==> src/rtl/bank_pkg.sv <==
// Word, address and request types shared by the banked memory front end and its testbench
package bank_pkg;

  // One data word as stored in a bank
  typedef logic [31:0] word_t;

  // Byte enables, one bit per byte of word_t
  typedef logic [3:0] strb_t;

  // Word address
  // Low bits pick the bank, upper bits give the row inside it
  typedef logic [15:0] waddr_t;

  // Read request from the requester
  typedef struct packed {
    waddr_t waddr;
  } rd_req_t;

  // Write request from the requester
  typedef struct packed {
    waddr_t waddr;
    word_t  wdata;
    strb_t  strb;
  } wr_req_t;

  // Payload offered to a bank next to its req bit
  // Row is the word address with the bank bits shifted out
  typedef struct packed {
    waddr_t row;
    word_t  wdata;
    strb_t  strb;
    // High for a write, low for a read
    logic   we;
  } bank_req_t;

endpackage
==> src/rtl/bank_interleaved.sv <==
// Top level of the word-interleaved banked memory front end, ties both paths to per-bank arbiters
`timescale 1ns/1ns

module bank_interleaved import bank_pkg::*; #(
  parameter int unsigned NumBanks = 4,
  parameter int unsigned RdDepth  = 4
) (
  input  logic                     clk_i,
  input  logic                     arst_n_i,
  // Read request and response
  input  logic                     rd_valid_i,
  input  rd_req_t                  rd_req_i,
  output logic                     rd_ready_o,
  output logic                     rd_rsp_valid_o,
  output word_t                    rd_rsp_data_o,
  // Write request and completion
  input  logic                     wr_valid_i,
  input  wr_req_t                  wr_req_i,
  output logic                     wr_ready_o,
  output logic                     wr_done_o,
  output logic                     busy_o,
  // Bank side
  output logic      [NumBanks-1:0] bank_req_o,
  output bank_req_t [NumBanks-1:0] bank_payload_o,
  input  logic      [NumBanks-1:0] bank_gnt_i,
  input  logic      [NumBanks-1:0] bank_rvalid_i,
  input  word_t     [NumBanks-1:0] bank_rdata_i
);

  // Read path toward the arbiters
  logic      [NumBanks-1:0] rd_bank_req, rd_bank_gnt, rd_bank_rvalid;
  bank_req_t [NumBanks-1:0] rd_bank_payload;
  // Write path toward the arbiters
  logic      [NumBanks-1:0] wr_bank_req, wr_bank_gnt, wr_bank_rvalid;
  bank_req_t [NumBanks-1:0] wr_bank_payload;
  logic                     rd_busy, wr_busy;

  assign busy_o = rd_busy | wr_busy;

  bank_rd_path #(
    .NumBanks ( NumBanks ),
    .RdDepth  ( RdDepth  )
  ) i_rd_path (
    .clk_i          ( clk_i           ),
    .arst_n_i       ( arst_n_i        ),
    .rd_valid_i     ( rd_valid_i      ),
    .rd_req_i       ( rd_req_i        ),
    .rd_ready_o     ( rd_ready_o      ),
    .rd_rsp_valid_o ( rd_rsp_valid_o  ),
    .rd_rsp_data_o  ( rd_rsp_data_o   ),
    .bank_req_o     ( rd_bank_req     ),
    .bank_payload_o ( rd_bank_payload ),
    .bank_gnt_i     ( rd_bank_gnt     ),
    .bank_rvalid_i  ( rd_bank_rvalid  ),
    // Bank data only matters to reads
    .bank_rdata_i   ( bank_rdata_i    ),
    .busy_o         ( rd_busy         )
  );

  bank_wr_path #(
    .NumBanks ( NumBanks )
  ) i_wr_path (
    .clk_i          ( clk_i           ),
    .arst_n_i       ( arst_n_i        ),
    .wr_valid_i     ( wr_valid_i      ),
    .wr_req_i       ( wr_req_i        ),
    .wr_ready_o     ( wr_ready_o      ),
    .wr_done_o      ( wr_done_o       ),
    .bank_req_o     ( wr_bank_req     ),
    .bank_payload_o ( wr_bank_payload ),
    .bank_gnt_i     ( wr_bank_gnt     ),
    .bank_rvalid_i  ( wr_bank_rvalid  ),
    .busy_o         ( wr_busy         )
  );

  // One arbiter per bank
  for (genvar b = 0; b < NumBanks; b++) begin : g_bank
    bank_arbiter i_arbiter (
      .clk_i          ( clk_i              ),
      .arst_n_i       ( arst_n_i           ),
      .rd_req_i       ( rd_bank_req[b]     ),
      .rd_payload_i   ( rd_bank_payload[b] ),
      .rd_gnt_o       ( rd_bank_gnt[b]     ),
      .rd_rvalid_o    ( rd_bank_rvalid[b]  ),
      .wr_req_i       ( wr_bank_req[b]     ),
      .wr_payload_i   ( wr_bank_payload[b] ),
      .wr_gnt_o       ( wr_bank_gnt[b]     ),
      .wr_rvalid_o    ( wr_bank_rvalid[b]  ),
      .bank_req_o     ( bank_req_o[b]      ),
      .bank_payload_o ( bank_payload_o[b]  ),
      .bank_gnt_i     ( bank_gnt_i[b]      ),
      .bank_rvalid_i  ( bank_rvalid_i[b]   )
    );
  end

endmodule

==> src/rtl/bank_arbiter.sv <==
// Round-robin merge of the read and write paths in front of one bank with response routing
`timescale 1ns/1ns

module bank_arbiter import bank_pkg::*; (
  input  logic      clk_i,
  input  logic      arst_n_i,
  input  logic      rd_req_i,
  input  bank_req_t rd_payload_i,
  output logic      rd_gnt_o,
  output logic      rd_rvalid_o,
  input  logic      wr_req_i,
  input  bank_req_t wr_payload_i,
  output logic      wr_gnt_o,
  output logic      wr_rvalid_o,
  output logic      bank_req_o,
  output bank_req_t bank_payload_o,
  input  logic      bank_gnt_i,
  input  logic      bank_rvalid_i
);

  // Round-robin pointer where low gives the read path priority
  logic       rr_q;
  // Winner kept while the bank holds off the grant
  logic       lock_q;
  logic       lock_rd_q;
  logic       rd_req, wr_req;
  logic       pick_rd;
  logic       accept;

  // Route FIFO with one bit per accepted request
  // High marks the read path
  logic       route_mem_q [2];
  logic       route_wr_q, route_rd_q;
  logic [1:0] route_cnt_q;
  logic       route_full;
  logic       route_head;

  assign route_full = (route_cnt_q == 2'd2);
  assign route_head = route_mem_q[route_rd_q];

  // No new request toward the bank while routing store is full
  assign rd_req = rd_req_i && !route_full;
  assign wr_req = wr_req_i && !route_full;

  assign pick_rd        = rd_req && (lock_q ? lock_rd_q : (!wr_req || !rr_q));
  assign bank_req_o     = rd_req || wr_req;
  assign bank_payload_o = pick_rd ? rd_payload_i : wr_payload_i;

  // Grant passes through to the winner only
  assign rd_gnt_o = pick_rd && bank_gnt_i;
  assign wr_gnt_o = wr_req && !pick_rd && bank_gnt_i;
  assign accept   = bank_req_o && bank_gnt_i;

  // Answer goes back to the path recorded at the head
  assign rd_rvalid_o = bank_rvalid_i && route_head;
  assign wr_rvalid_o = bank_rvalid_i && !route_head;

  always_ff @(posedge clk_i or negedge arst_n_i) begin
    if (!arst_n_i) begin
      rr_q        <= 1'b0;
      lock_q      <= 1'b0;
      lock_rd_q   <= 1'b0;
      route_wr_q  <= 1'b0;
      route_rd_q  <= 1'b0;
      route_cnt_q <= '0;
    end else begin
      // After a granted conflict the losing path gets priority
      if (rd_req && wr_req && bank_gnt_i) begin
        rr_q <= pick_rd;
      end
      // Payload must not switch paths before the bank grants
      lock_q    <= bank_req_o && !bank_gnt_i;
      lock_rd_q <= pick_rd;
      if (accept) begin
        route_wr_q <= !route_wr_q;
      end
      if (bank_rvalid_i) begin
        route_rd_q <= !route_rd_q;
      end
      if (accept && !bank_rvalid_i) begin
        route_cnt_q <= route_cnt_q + 1'b1;
      end else if (!accept && bank_rvalid_i) begin
        route_cnt_q <= route_cnt_q - 1'b1;
      end
    end
  end

  always_ff @(posedge clk_i) begin
    if (accept) begin
      route_mem_q[route_wr_q] <= pick_rd;
    end
  end

endmodule

==> src/rtl/bank_wr_path.sv <==
// Write path of the banked front end, issues one write at a time and pulses on each completion
`timescale 1ns/1ns

module bank_wr_path import bank_pkg::*; #(
  parameter int unsigned NumBanks = 4
) (
  input  logic                     clk_i,
  input  logic                     arst_n_i,
  input  logic                     wr_valid_i,
  input  wr_req_t                  wr_req_i,
  output logic                     wr_ready_o,
  output logic                     wr_done_o,
  output logic      [NumBanks-1:0] bank_req_o,
  output bank_req_t [NumBanks-1:0] bank_payload_o,
  input  logic      [NumBanks-1:0] bank_gnt_i,
  input  logic      [NumBanks-1:0] bank_rvalid_i,
  output logic                     busy_o
);

  localparam int unsigned BankBits = (NumBanks > 1) ? $clog2(NumBanks) : 1;

  // Holding slot for the write in front of the banks
  logic                slot_valid_q;
  wr_req_t             slot_q;
  logic [BankBits-1:0] slot_bank;
  logic                slot_gnt;
  logic                accept;
  bank_req_t           wr_payload;
  // Writes granted but not yet answered
  logic [1:0]          out_cnt_q;

  assign slot_bank = slot_q.waddr[BankBits-1:0];

  always_comb begin
    wr_payload.row   = slot_q.waddr >> BankBits;
    wr_payload.wdata = slot_q.wdata;
    wr_payload.strb  = slot_q.strb;
    wr_payload.we    = 1'b1;
    for (int b = 0; b < NumBanks; b++) begin
      bank_req_o[b]     = slot_valid_q && (slot_bank == BankBits'(b));
      bank_payload_o[b] = wr_payload;
    end
  end

  assign slot_gnt   = |(bank_req_o & bank_gnt_i);
  assign wr_ready_o = !slot_valid_q || slot_gnt;
  assign accept     = wr_valid_i && wr_ready_o;
  // Arbiter only steers write answers here, so any rvalid is a completion
  assign wr_done_o  = |bank_rvalid_i;
  assign busy_o     = slot_valid_q || (out_cnt_q != '0);

  always_ff @(posedge clk_i or negedge arst_n_i) begin
    if (!arst_n_i) begin
      slot_valid_q <= 1'b0;
      out_cnt_q    <= '0;
    end else begin
      if (accept) begin
        slot_valid_q <= 1'b1;
      end else if (slot_gnt) begin
        slot_valid_q <= 1'b0;
      end
      if (slot_gnt && !wr_done_o) begin
        out_cnt_q <= out_cnt_q + 1'b1;
      end else if (!slot_gnt && wr_done_o) begin
        out_cnt_q <= out_cnt_q - 1'b1;
      end
    end
  end

  always_ff @(posedge clk_i) begin
    if (accept) begin
      slot_q <= wr_req_i;
    end
  end

endmodule

==> src/rtl/bank_rd_path.sv <==
// Read path of the banked front end, issues one read at a time to a bank and returns data in order
`timescale 1ns/1ns

module bank_rd_path import bank_pkg::*; #(
  parameter int unsigned NumBanks = 4,
  parameter int unsigned RdDepth  = 4
) (
  input  logic                     clk_i,
  input  logic                     arst_n_i,
  input  logic                     rd_valid_i,
  input  rd_req_t                  rd_req_i,
  output logic                     rd_ready_o,
  output logic                     rd_rsp_valid_o,
  output word_t                    rd_rsp_data_o,
  output logic      [NumBanks-1:0] bank_req_o,
  output bank_req_t [NumBanks-1:0] bank_payload_o,
  input  logic      [NumBanks-1:0] bank_gnt_i,
  input  logic      [NumBanks-1:0] bank_rvalid_i,
  input  word_t     [NumBanks-1:0] bank_rdata_i,
  output logic                     busy_o
);

  localparam int unsigned BankBits = (NumBanks > 1) ? $clog2(NumBanks) : 1;
  localparam int unsigned PtrBits  = (RdDepth > 1) ? $clog2(RdDepth) : 1;
  localparam int unsigned CntBits  = $clog2(RdDepth + 1);

  // Holding slot for the read presented to the banks
  logic                slot_valid_q;
  waddr_t              slot_addr_q;
  logic [BankBits-1:0] slot_bank;
  logic                slot_gnt;
  logic                accept;
  bank_req_t           rd_payload;

  // Per bank, read granted but data not yet back
  logic  [NumBanks-1:0] pend_q;
  // Per bank landing register
  logic  [NumBanks-1:0] land_valid_q;
  word_t [NumBanks-1:0] land_data_q;

  // Order FIFO of bank indices, one entry per granted read
  logic [BankBits-1:0] ord_mem_q [RdDepth];
  logic [PtrBits-1:0]  ord_wr_q, ord_rd_q;
  logic [CntBits-1:0]  ord_cnt_q;
  logic                ord_full, ord_empty, ord_push, ord_pop;
  logic [BankBits-1:0] head_bank;

  assign slot_bank = slot_addr_q[BankBits-1:0];
  assign ord_full  = (ord_cnt_q == CntBits'(RdDepth));
  assign ord_empty = (ord_cnt_q == '0);
  assign head_bank = ord_mem_q[ord_rd_q];

  always_comb begin
    rd_payload       = '0;
    rd_payload.row   = slot_addr_q >> BankBits;
    for (int b = 0; b < NumBanks; b++) begin
      // Wait while the landing register of the target bank is busy
      bank_req_o[b]     = slot_valid_q && (slot_bank == BankBits'(b)) &&
                          !pend_q[b] && !land_valid_q[b] && !ord_full;
      bank_payload_o[b] = rd_payload;
    end
  end

  assign slot_gnt   = |(bank_req_o & bank_gnt_i);
  assign rd_ready_o = (!slot_valid_q || slot_gnt) && !ord_full;
  assign accept     = rd_valid_i && rd_ready_o;
  assign ord_push   = slot_gnt;

  // Head of the order FIFO decides which landing register may answer
  assign rd_rsp_valid_o = !ord_empty && land_valid_q[head_bank];
  assign rd_rsp_data_o  = land_data_q[head_bank];
  assign ord_pop        = rd_rsp_valid_o;

  assign busy_o = slot_valid_q || !ord_empty || (|land_valid_q);

  always_ff @(posedge clk_i or negedge arst_n_i) begin
    if (!arst_n_i) begin
      slot_valid_q <= 1'b0;
      pend_q       <= '0;
      land_valid_q <= '0;
      ord_wr_q     <= '0;
      ord_rd_q     <= '0;
      ord_cnt_q    <= '0;
    end else begin
      if (accept) begin
        slot_valid_q <= 1'b1;
      end else if (slot_gnt) begin
        slot_valid_q <= 1'b0;
      end
      for (int b = 0; b < NumBanks; b++) begin
        if (bank_req_o[b] && bank_gnt_i[b]) begin
          pend_q[b] <= 1'b1;
        end else if (bank_rvalid_i[b]) begin
          pend_q[b] <= 1'b0;
        end
        if (bank_rvalid_i[b]) begin
          land_valid_q[b] <= 1'b1;
        end else if (ord_pop && (head_bank == BankBits'(b))) begin
          land_valid_q[b] <= 1'b0;
        end
      end
      if (ord_push) begin
        ord_wr_q <= (ord_wr_q == PtrBits'(RdDepth - 1)) ? '0 : ord_wr_q + 1'b1;
      end
      if (ord_pop) begin
        ord_rd_q <= (ord_rd_q == PtrBits'(RdDepth - 1)) ? '0 : ord_rd_q + 1'b1;
      end
      if (ord_push && !ord_pop) begin
        ord_cnt_q <= ord_cnt_q + 1'b1;
      end else if (!ord_push && ord_pop) begin
        ord_cnt_q <= ord_cnt_q - 1'b1;
      end
    end
  end

  // Payload storage
  always_ff @(posedge clk_i) begin
    if (accept) begin
      slot_addr_q <= rd_req_i.waddr;
    end
    if (ord_push) begin
      ord_mem_q[ord_wr_q] <= slot_bank;
    end
    for (int b = 0; b < NumBanks; b++) begin
      if (bank_rvalid_i[b]) begin
        land_data_q[b] <= bank_rdata_i[b];
      end
    end
  end

endmodule

==> config.mk <==
export PLATFORM = sky130hd
export DESIGN_NAME = bank_interleaved
export DESIGN_NICKNAME = d
export VERILOG_FILES = /design/src/rtl/bank_pkg.sv /design/src/rtl/bank_interleaved.sv /design/src/rtl/bank_arbiter.sv /design/src/rtl/bank_wr_path.sv /design/src/rtl/bank_rd_path.sv
export SDC_FILE = /design/constraint.sdc
export NUM_CORES = 1
export LEC_CHECK = 0
export ABC_AREA = 1
export BUFFER_PORTS_ARGS = -buffer_cell sky130_fd_sc_hd__buf_2
export CAP_MARGIN = 20
export CORE_AREA = 2 2 181 183
export CTS_BUF_LIST = sky130_fd_sc_hd__clkbuf_2
export DETAILED_ROUTE_END_ITERATION = 6
export DIE_AREA = 0 0 183 185
export HOLD_SLACK_MARGIN = 0.06
export PLACE_DENSITY = 0.59
export SLEW_MARGIN = 30
export SYNTH_ARGS = -nofsm -noshare
export SYNTH_HDL_FRONTEND = slang
export SYNTH_SLANG_ARGS = --single-unit
==> constraint.sdc <==
create_clock -name clk_i -period 6.97 [get_ports clk_i]
set_clock_uncertainty 0.05 [all_clocks]
set_input_delay 0.3485 -clock clk_i [delete_from_list [all_inputs] [get_ports clk_i]]
set_output_delay 0.3485 -clock clk_i [all_outputs]
set_load 0.005 [all_outputs]
Word-level counts from Yosys, hierarchy flattened
Memory sizes are Yosys's and may differ from the RTL's.
Index checks and enable logic that the tools add are counted.
{"block": "totals", "word_cells": 327, "reg_bits": 243, "mem_count": 5, "out_inout_bits": 253, "input_bits": 208, "ram_bits": 16}
{"memory": "i_rd_path.ord_mem_q", "depth": 4, "word_bits": 2, "read_ports": 1, "rd_clocked_by_memory_dff": 0, "wr": 1, "line_no": "bank_rd_path.sv:42", "source": "logic [BankBits-1:0] ord_mem_q [RdDepth];"}
{"memory": "g_bank[0].i_arbiter.route_mem_q", "depth": 2, "word_bits": 1, "read_ports": 1, "rd_clocked_by_memory_dff": 0, "wr": 1, "line_no": "bank_arbiter.sv:32", "source": "logic route_mem_q [2];"}
{"memory": "g_bank[1].i_arbiter.route_mem_q", "depth": 2, "word_bits": 1, "read_ports": 1, "rd_clocked_by_memory_dff": 0, "wr": 1, "line_no": "bank_arbiter.sv:32"}
{"memory": "g_bank[2].i_arbiter.route_mem_q", "depth": 2, "word_bits": 1, "read_ports": 1, "rd_clocked_by_memory_dff": 0, "wr": 1, "line_no": "bank_arbiter.sv:32"}
{"memory": "g_bank[3].i_arbiter.route_mem_q", "depth": 2, "word_bits": 1, "read_ports": 1, "rd_clocked_by_memory_dff": 0, "wr": 1, "line_no": "bank_arbiter.sv:32"}
{"block": "classes", "eq_ne": 16, "muxes": 56, "bitwise": 3, "order_cmp": 1, "n_reduce_logical": 186, "add_sub_neg": 14}
{"operator": "$mux W51", "count": 4}
{"operator": "$logic_and A1 B1 Y1", "count": 92}
{"operator": "$bmux W32 S2", "count": 1}
{"operator": "$logic_not A1 Y1", "count": 56}
{"operator": "$mux W1", "count": 35}
{"operator": "$reduce_bool A2 Y1", "count": 17}
{"operator": "$mux W32", "count": 1}
{"operator": "$eq A2 B2 Y1 const B", "count": 12}
{"operator": "$mux W2", "count": 12}
{"operator": "$reduce_or A4 Y1", "count": 4}
{"operator": "$add A2 B1 Y2 const B", "count": 7}
{"operator": "$logic_or A1 B1 Y1", "count": 13}
{"operator": "$sub A2 B1 Y2 const B", "count": 5}
{"operator": "$and A4 B4 Y4", "count": 2}
{"operator": "$eq A2 B1 Y1 const B", "count": 3}
{"operator": "$logic_not A2 Y1", "count": 3}
{"operator": "$mux W3", "count": 2}
{"operator": "$add A3 B1 Y3 const B", "count": 1}
{"operator": "$eq A3 B3 Y1 const B", "count": 1}
{"operator": "$logic_not A3 Y1", "count": 1}
{"operator": "$lt A2 B3 Y1 const B", "count": 1}
{"operator": "$sub A3 B1 Y3 const B", "count": 1}
{"operator": "$bmux W1 S2", "count": 1}
{"operator": "$or A1 B1 Y1", "count": 1}

Depth between registers and ports, before layout
{"block": "depth", "word_depth": 16, "mapped_depth": 16, "depth_no_buf": 16}

Hierarchy
From an unflattened synthesis, not the netlist that was laid out.
{"block": "unflattened", "cells_unflattened": 1864, "hier_area_um2": 16224.3}
{"mod": "bank_rd_path", "area_per_inst_um2": 8072.7, "n_inst": 1, "seq_area_each_um2": 4964.8, "cells_per_inst": 684}
{"mod": "bank_arbiter", "area_per_inst_um2": 1281.2, "n_inst": 4, "seq_area_each_um2": 235.2, "cells_per_inst": 232}
{"mod": "bank_wr_path", "area_per_inst_um2": 3015.4, "n_inst": 1, "seq_area_each_um2": 1636.6, "cells_per_inst": 249}
{"mod": "bank_interleaved", "area_per_inst_um2": 11.3, "n_inst": 1, "seq_area_each_um2": 0.0, "cells_per_inst": 3}

Worst setup path before layout
Ideal clock, no wire load.
{"block": "synth_timing", "path_type": "reg2reg", "from": "reg i_rd_path.ord_cnt_q[0]", "to": "reg i_wr_path.slot_q (netlist bit i_wr_path.bank_payload_o[10]), enable pin", "setup_ns": 0.479, "path_stages_with_launch": 10, "path_slack_ns": 2.754, "required_time_ns": 6.441, "n_path_buf": 0, "synth_period_minus_slack_ns": 4.216, "arrival_time_ns": 3.687, "path_cell_list": "dfrtp_1 nor2_1 nand2_2 nand3_1 clkinv_1 nand2_2 nand2_1 nand2_1 nor2_2 a21oi_1"}
{"block": "synth_via", "elab_chain_cells": 12, "word_cells_on_any_way": 30, "classes_between": "1 x eq/ne; 1 x bitwise; 28 x reduce/logical"}
{"item": "from (decl)", "line_no": "bank_rd_path.sv:44", "source": "logic [CntBits-1:0] ord_cnt_q;"}
{"item": "from (signal assigned)", "line_no": "bank_rd_path.sv:109", "source": "ord_cnt_q <= ord_cnt_q + 1'b1;"}
{"item": "from (signal assigned)", "line_no": "bank_rd_path.sv:111", "source": "ord_cnt_q <= ord_cnt_q - 1'b1;"}
{"item": "$eq A3 B3 Y1 *", "line_no": "bank_rd_path.sv:49", "source": "assign ord_full = (ord_cnt_q == CntBits'(RdDepth));"}
{"item": "$logic_not A1 Y1 *", "line_no": "bank_rd_path.sv:59", "source": "!pend_q[b] && !land_valid_q[b] && !ord_full;"}
{"item": "$logic_and A1 B1 Y1", "line_no": "bank_rd_path.sv:59"}
{"item": "$logic_and A1 B1 Y1", "line_no": "bank_arbiter.sv:42", "source": "assign rd_req = rd_req_i && !route_full;"}
{"item": "$logic_and A1 B1 Y1", "line_no": "bank_arbiter.sv:45", "source": "assign pick_rd = rd_req && (lock_q ? lock_rd_q : (!wr_req || !rr_q));"}
{"item": "$logic_not A1 Y1", "line_no": "bank_arbiter.sv:51", "source": "assign wr_gnt_o = wr_req && !pick_rd && bank_gnt_i;"}
{"item": "$logic_and A1 B1 Y1 (2 in series)", "line_no": "bank_arbiter.sv:51"}
{"item": "$and A4 B4 Y4 *", "line_no": "bank_wr_path.sv:45", "source": "assign slot_gnt = |(bank_req_o & bank_gnt_i);"}
{"item": "$reduce_or A4 Y1 *", "line_no": "bank_wr_path.sv:45"}
{"item": "$logic_or A1 B1 Y1 *", "line_no": "bank_wr_path.sv:46", "source": "assign wr_ready_o = !slot_valid_q || slot_gnt;"}
{"item": "$logic_and A1 B1 Y1 *", "line_no": "bank_wr_path.sv:47", "source": "assign accept = wr_valid_i && wr_ready_o;"}
{"item": "via i_wr_path.accept", "line_no": "bank_wr_path.sv:27", "source": "logic accept;"}
{"item": "to (signal assigned)", "line_no": "bank_wr_path.sv:72", "source": "slot_q <= wr_req_i;"}
{"item": "to (decl)", "line_no": "bank_wr_path.sv:24", "source": "wr_req_t slot_q;"}
The timed path passes the listed nets; every way through them passes the cells marked *.
A chain may end at the register's enable or synchronous reset.

==> qor.txt <==
Tot Pwr = 5.96 mW
Crit path top cell by count = nand2_2
Die area = 33900 um^2
DR WL/cell = 17.9 um
Worst VDD drop = 0.000153 V
Initial antenna violation count = 2
Post-CTS setup buffers = 0
Top Layer Used = met4
Core area = 32000 um^2
# fillers = 2781
Commonest non-fill, non-tap cell in the layout = buf_2
Clk slew on worst S/H paths = 120 ps
Drt pass-1 iters = 7
Yosys cell types = 36
Layout area overhead = 54.4%
Final WL = 40800 um
Maximum clock path buffer count = 3
Final setup violation count = 0
Routed Antenna Nets = 0
Via density = 4.71
Fmax = 273 MHz
Starting Density = 35.5%
Congestion Overflow GR = 0
Std-Cell Rows = 66
Multi-input logic area = 3080 um^2
Synth top area share = 55.9%
Via count = 10700
CTS tree = yes
Dominant cells by area after synthesis = edfxtp_1 (56%), dfrtp_1 (10%), nor2_1 (6.2%)
Root Buffer = clkbuf_2
Slew HR = 38.2%
Pre-CTS setup slack = 4040 ps
Routed wl met2 = 20700 um
Slew Viols, Final = 0
Clock sinks = 259
CTS Hold Bufs = 284
Most frequent cells in the layout = buf_2 (452), dlygate4sd3_1 (287), edfxtp_1 (212)
Leading register cell type out of synthesis = edfxtp_1
Worst min path class = primary input to flip-flop
Routed wl met3 = 3800 um
Crit path kind = flip-flop to output port
Setup TNS = 0 ps
Critical Path AT = 3270 ps
IO Count = 461
Final worst slack = 3300 ps
Post-Synthesis Cell Area = 11400 um^2
Critical-path cell list = nor2_1 -> nand2_2 -> inv_1 -> nor2_2 -> nand2_2 -> clkinv_2 -> o21ai_0 -> buf_2
PortBufs = 452
Gr usage total = 23.3%
Seq/Total Area, Yosys = 66.3%
Tcrit/Tclk final = 52.6%
Simple-gate portion of the synthesized area = 16.0%
M1 WL = 15000 um
Detailed placement HPWL = 26200 um
Storage element area = 7540 um^2
CTS H-tree lvls = 3
Horiz. Die Dim = 183 um
Share of post-route cells with drive strength above 1 = 34.5%
Slowest CP cell = clkinv_2
Worst hold margin = 161 ps
Synth Area in XOR/XNOR = 1.23%
Share of synthesized flip-flops with an asynchronous set or reset = 18.1%
Mux cell area share after synthesis = 0.451%
Crit path required time = 6570 ps
Worst slew pin tran = 925 ps
Worst Setup Start Kind = flip-flop
Max stage delay on crit path = 660 ps
Status = finished clean
Syn Area/Cell = 11.0 um^2
Largest family of logic cells by synthesized area = simple AND/OR/NAND/NOR gates
#FFs+latches synth = 259
Global-route wire length before repair = 59800 um
Number of synthesized flops with an enable pin = 212
Pin count of the biggest net entering global routing = 70
CP Capture Type = output port
Vias in the first global route = 10800
RSZ-0062 raised after global routing = no
Worst-skew pair later-pin latency = 870 ps
Compound-Gate Fraction of Synth Area = 7.34%
Yosys warns = 0
Largest area contributor in the netlist = edfxtp_1
Cts bufs inserted = 72
CP Max Fanout = 67
Leakage = 8.05 nW
Max Cap Viol = 0
Die height = 185 um
Routability cong. = 0.909
# resized after CTS = 0
Synthesized instance count = 1037
Final Hold Fails = 0
Residual DRC = 0
P per Cell Area = 339 nW/um^2
NumNets Final = 2037
Adder-Cell Fraction of Synth Area = 1.39%
Min Tclk post-route = 3670 ps
Iteration-0 DRC count of the detailed router = 605
[cells by family (layout without fill, tap and decap cells)]
logic type | after synthesis | in the layout
multiplexers | 5 | 5
adder cells (fa/ha/maj) | 12 | 12
flip-flops | 259 | 259
other | 1 | 12
AND/OR/NAND/NOR | 429 | 429
XOR/XNOR | 16 | 16
AO/OA/AOI/OAI | 140 | 140
buffers and inverters | 175 | 1001
[worst max-delay path: cells and delay by family, from the launching register on]
kind / cells / cell delay [ps]
DFF: 1 / 450
buffers and inverters: 3 / 960
and+or+nand+nor: 4 / 460
AOI/OAI and AO/OA: 1 / 510
[synth_stat cells, drive strengths merged (5+ instances only)]
| cell type | n |
|---|---|
| a21oi | 13 |
| a22oi | 45 |
| buf | 49 |
| dfrtp | 47 |
| edfxtp | 212 |
| ha | 11 |
| inv | 122 |
| nand2 | 187 |
| nand3 | 34 |
| nor2 | 199 |
| nor3 | 5 |
| o21ai | 82 |
| xnor2 | 10 |
| xor2 | 6 |
[metal layers]
layer / global-route usage, % / vias up
met5: 0 / -
met2: 41.2 / 579
met4: 10.4 / 0
met3: 6.25 / 96
met1: 26.4 / 5033
li1: - / 5030
[worst paths after layout]
kind / from / to / slack (ps) / depth (start not counted)
worst max-delay path: i_rd_path.ord_cnt_q[0] / bank_payload_o[43] / 3300 / 8
worst max register to register: i_rd_path.slot_addr_q[1] / i_wr_path.bank_payload_o[31] / 4050 / 12
worst min-delay path: bank_rdata_i[9] / i_rd_path.land_data_q[9] / 160 / 2
worst min register to register: g_bank[3].i_arbiter.route_cnt_q[0] / g_bank[3].i_arbiter.route_cnt_q[0] / 430 / 1
min in group asynchronous: arst_n_i / g_bank[3].i_arbiter.lock_rd_q / 630 / 4
max in group asynchronous: arst_n_i / g_bank[0].i_arbiter.route_wr_q / 5730 / 4
[cell type report]
type,instances,share of cell area (%)
Sequential cell,259,42.9
Timing Repair Buffer,751,30.1
Multi-Input combinational cell,610,17.5
Clock buffer,113,3.22
Tap cell,408,2.91
Inverter,123,2.64
Clock inverter,14,0.648
Antenna cell,4,0.0570
[per-stage QoR]
stage                     utilization, %  cells  instance area [um^2]
after floorplan                        -   1044                 11400
after CTS                           54.6   2274                 17500
final                               54.8   2282                 17600
after detailed placement            43.6   1863                 14000
after global placement              43.4   1861                 13900
after global routing                54.8   2280                 17600
[power by group]
part | internal (mW) | leakage [nW] | total, mW | switching [mW]
combinational | 1.03 | 4.98 | 2.57 | 1.54
clock | 0.498 | 0.516 | 1.15 | 0.657
sequential | 2.05 | 2.55 | 2.23 | 0.180
[sequential cells by signal, indices dropped and copies added (netlist names), 8 cells and up]
register / count
g_bank.i_arbiter.route_cnt_q: 8
g_bank.i_arbiter.route_mem_q: 8
i_rd_path.land_data_q: 128
i_wr_path.bank_payload_o: 50
i_rd_path.ord_mem_q: 8
i_rd_path.slot_addr_q: 16
Power figures use the tool's default switching activity.
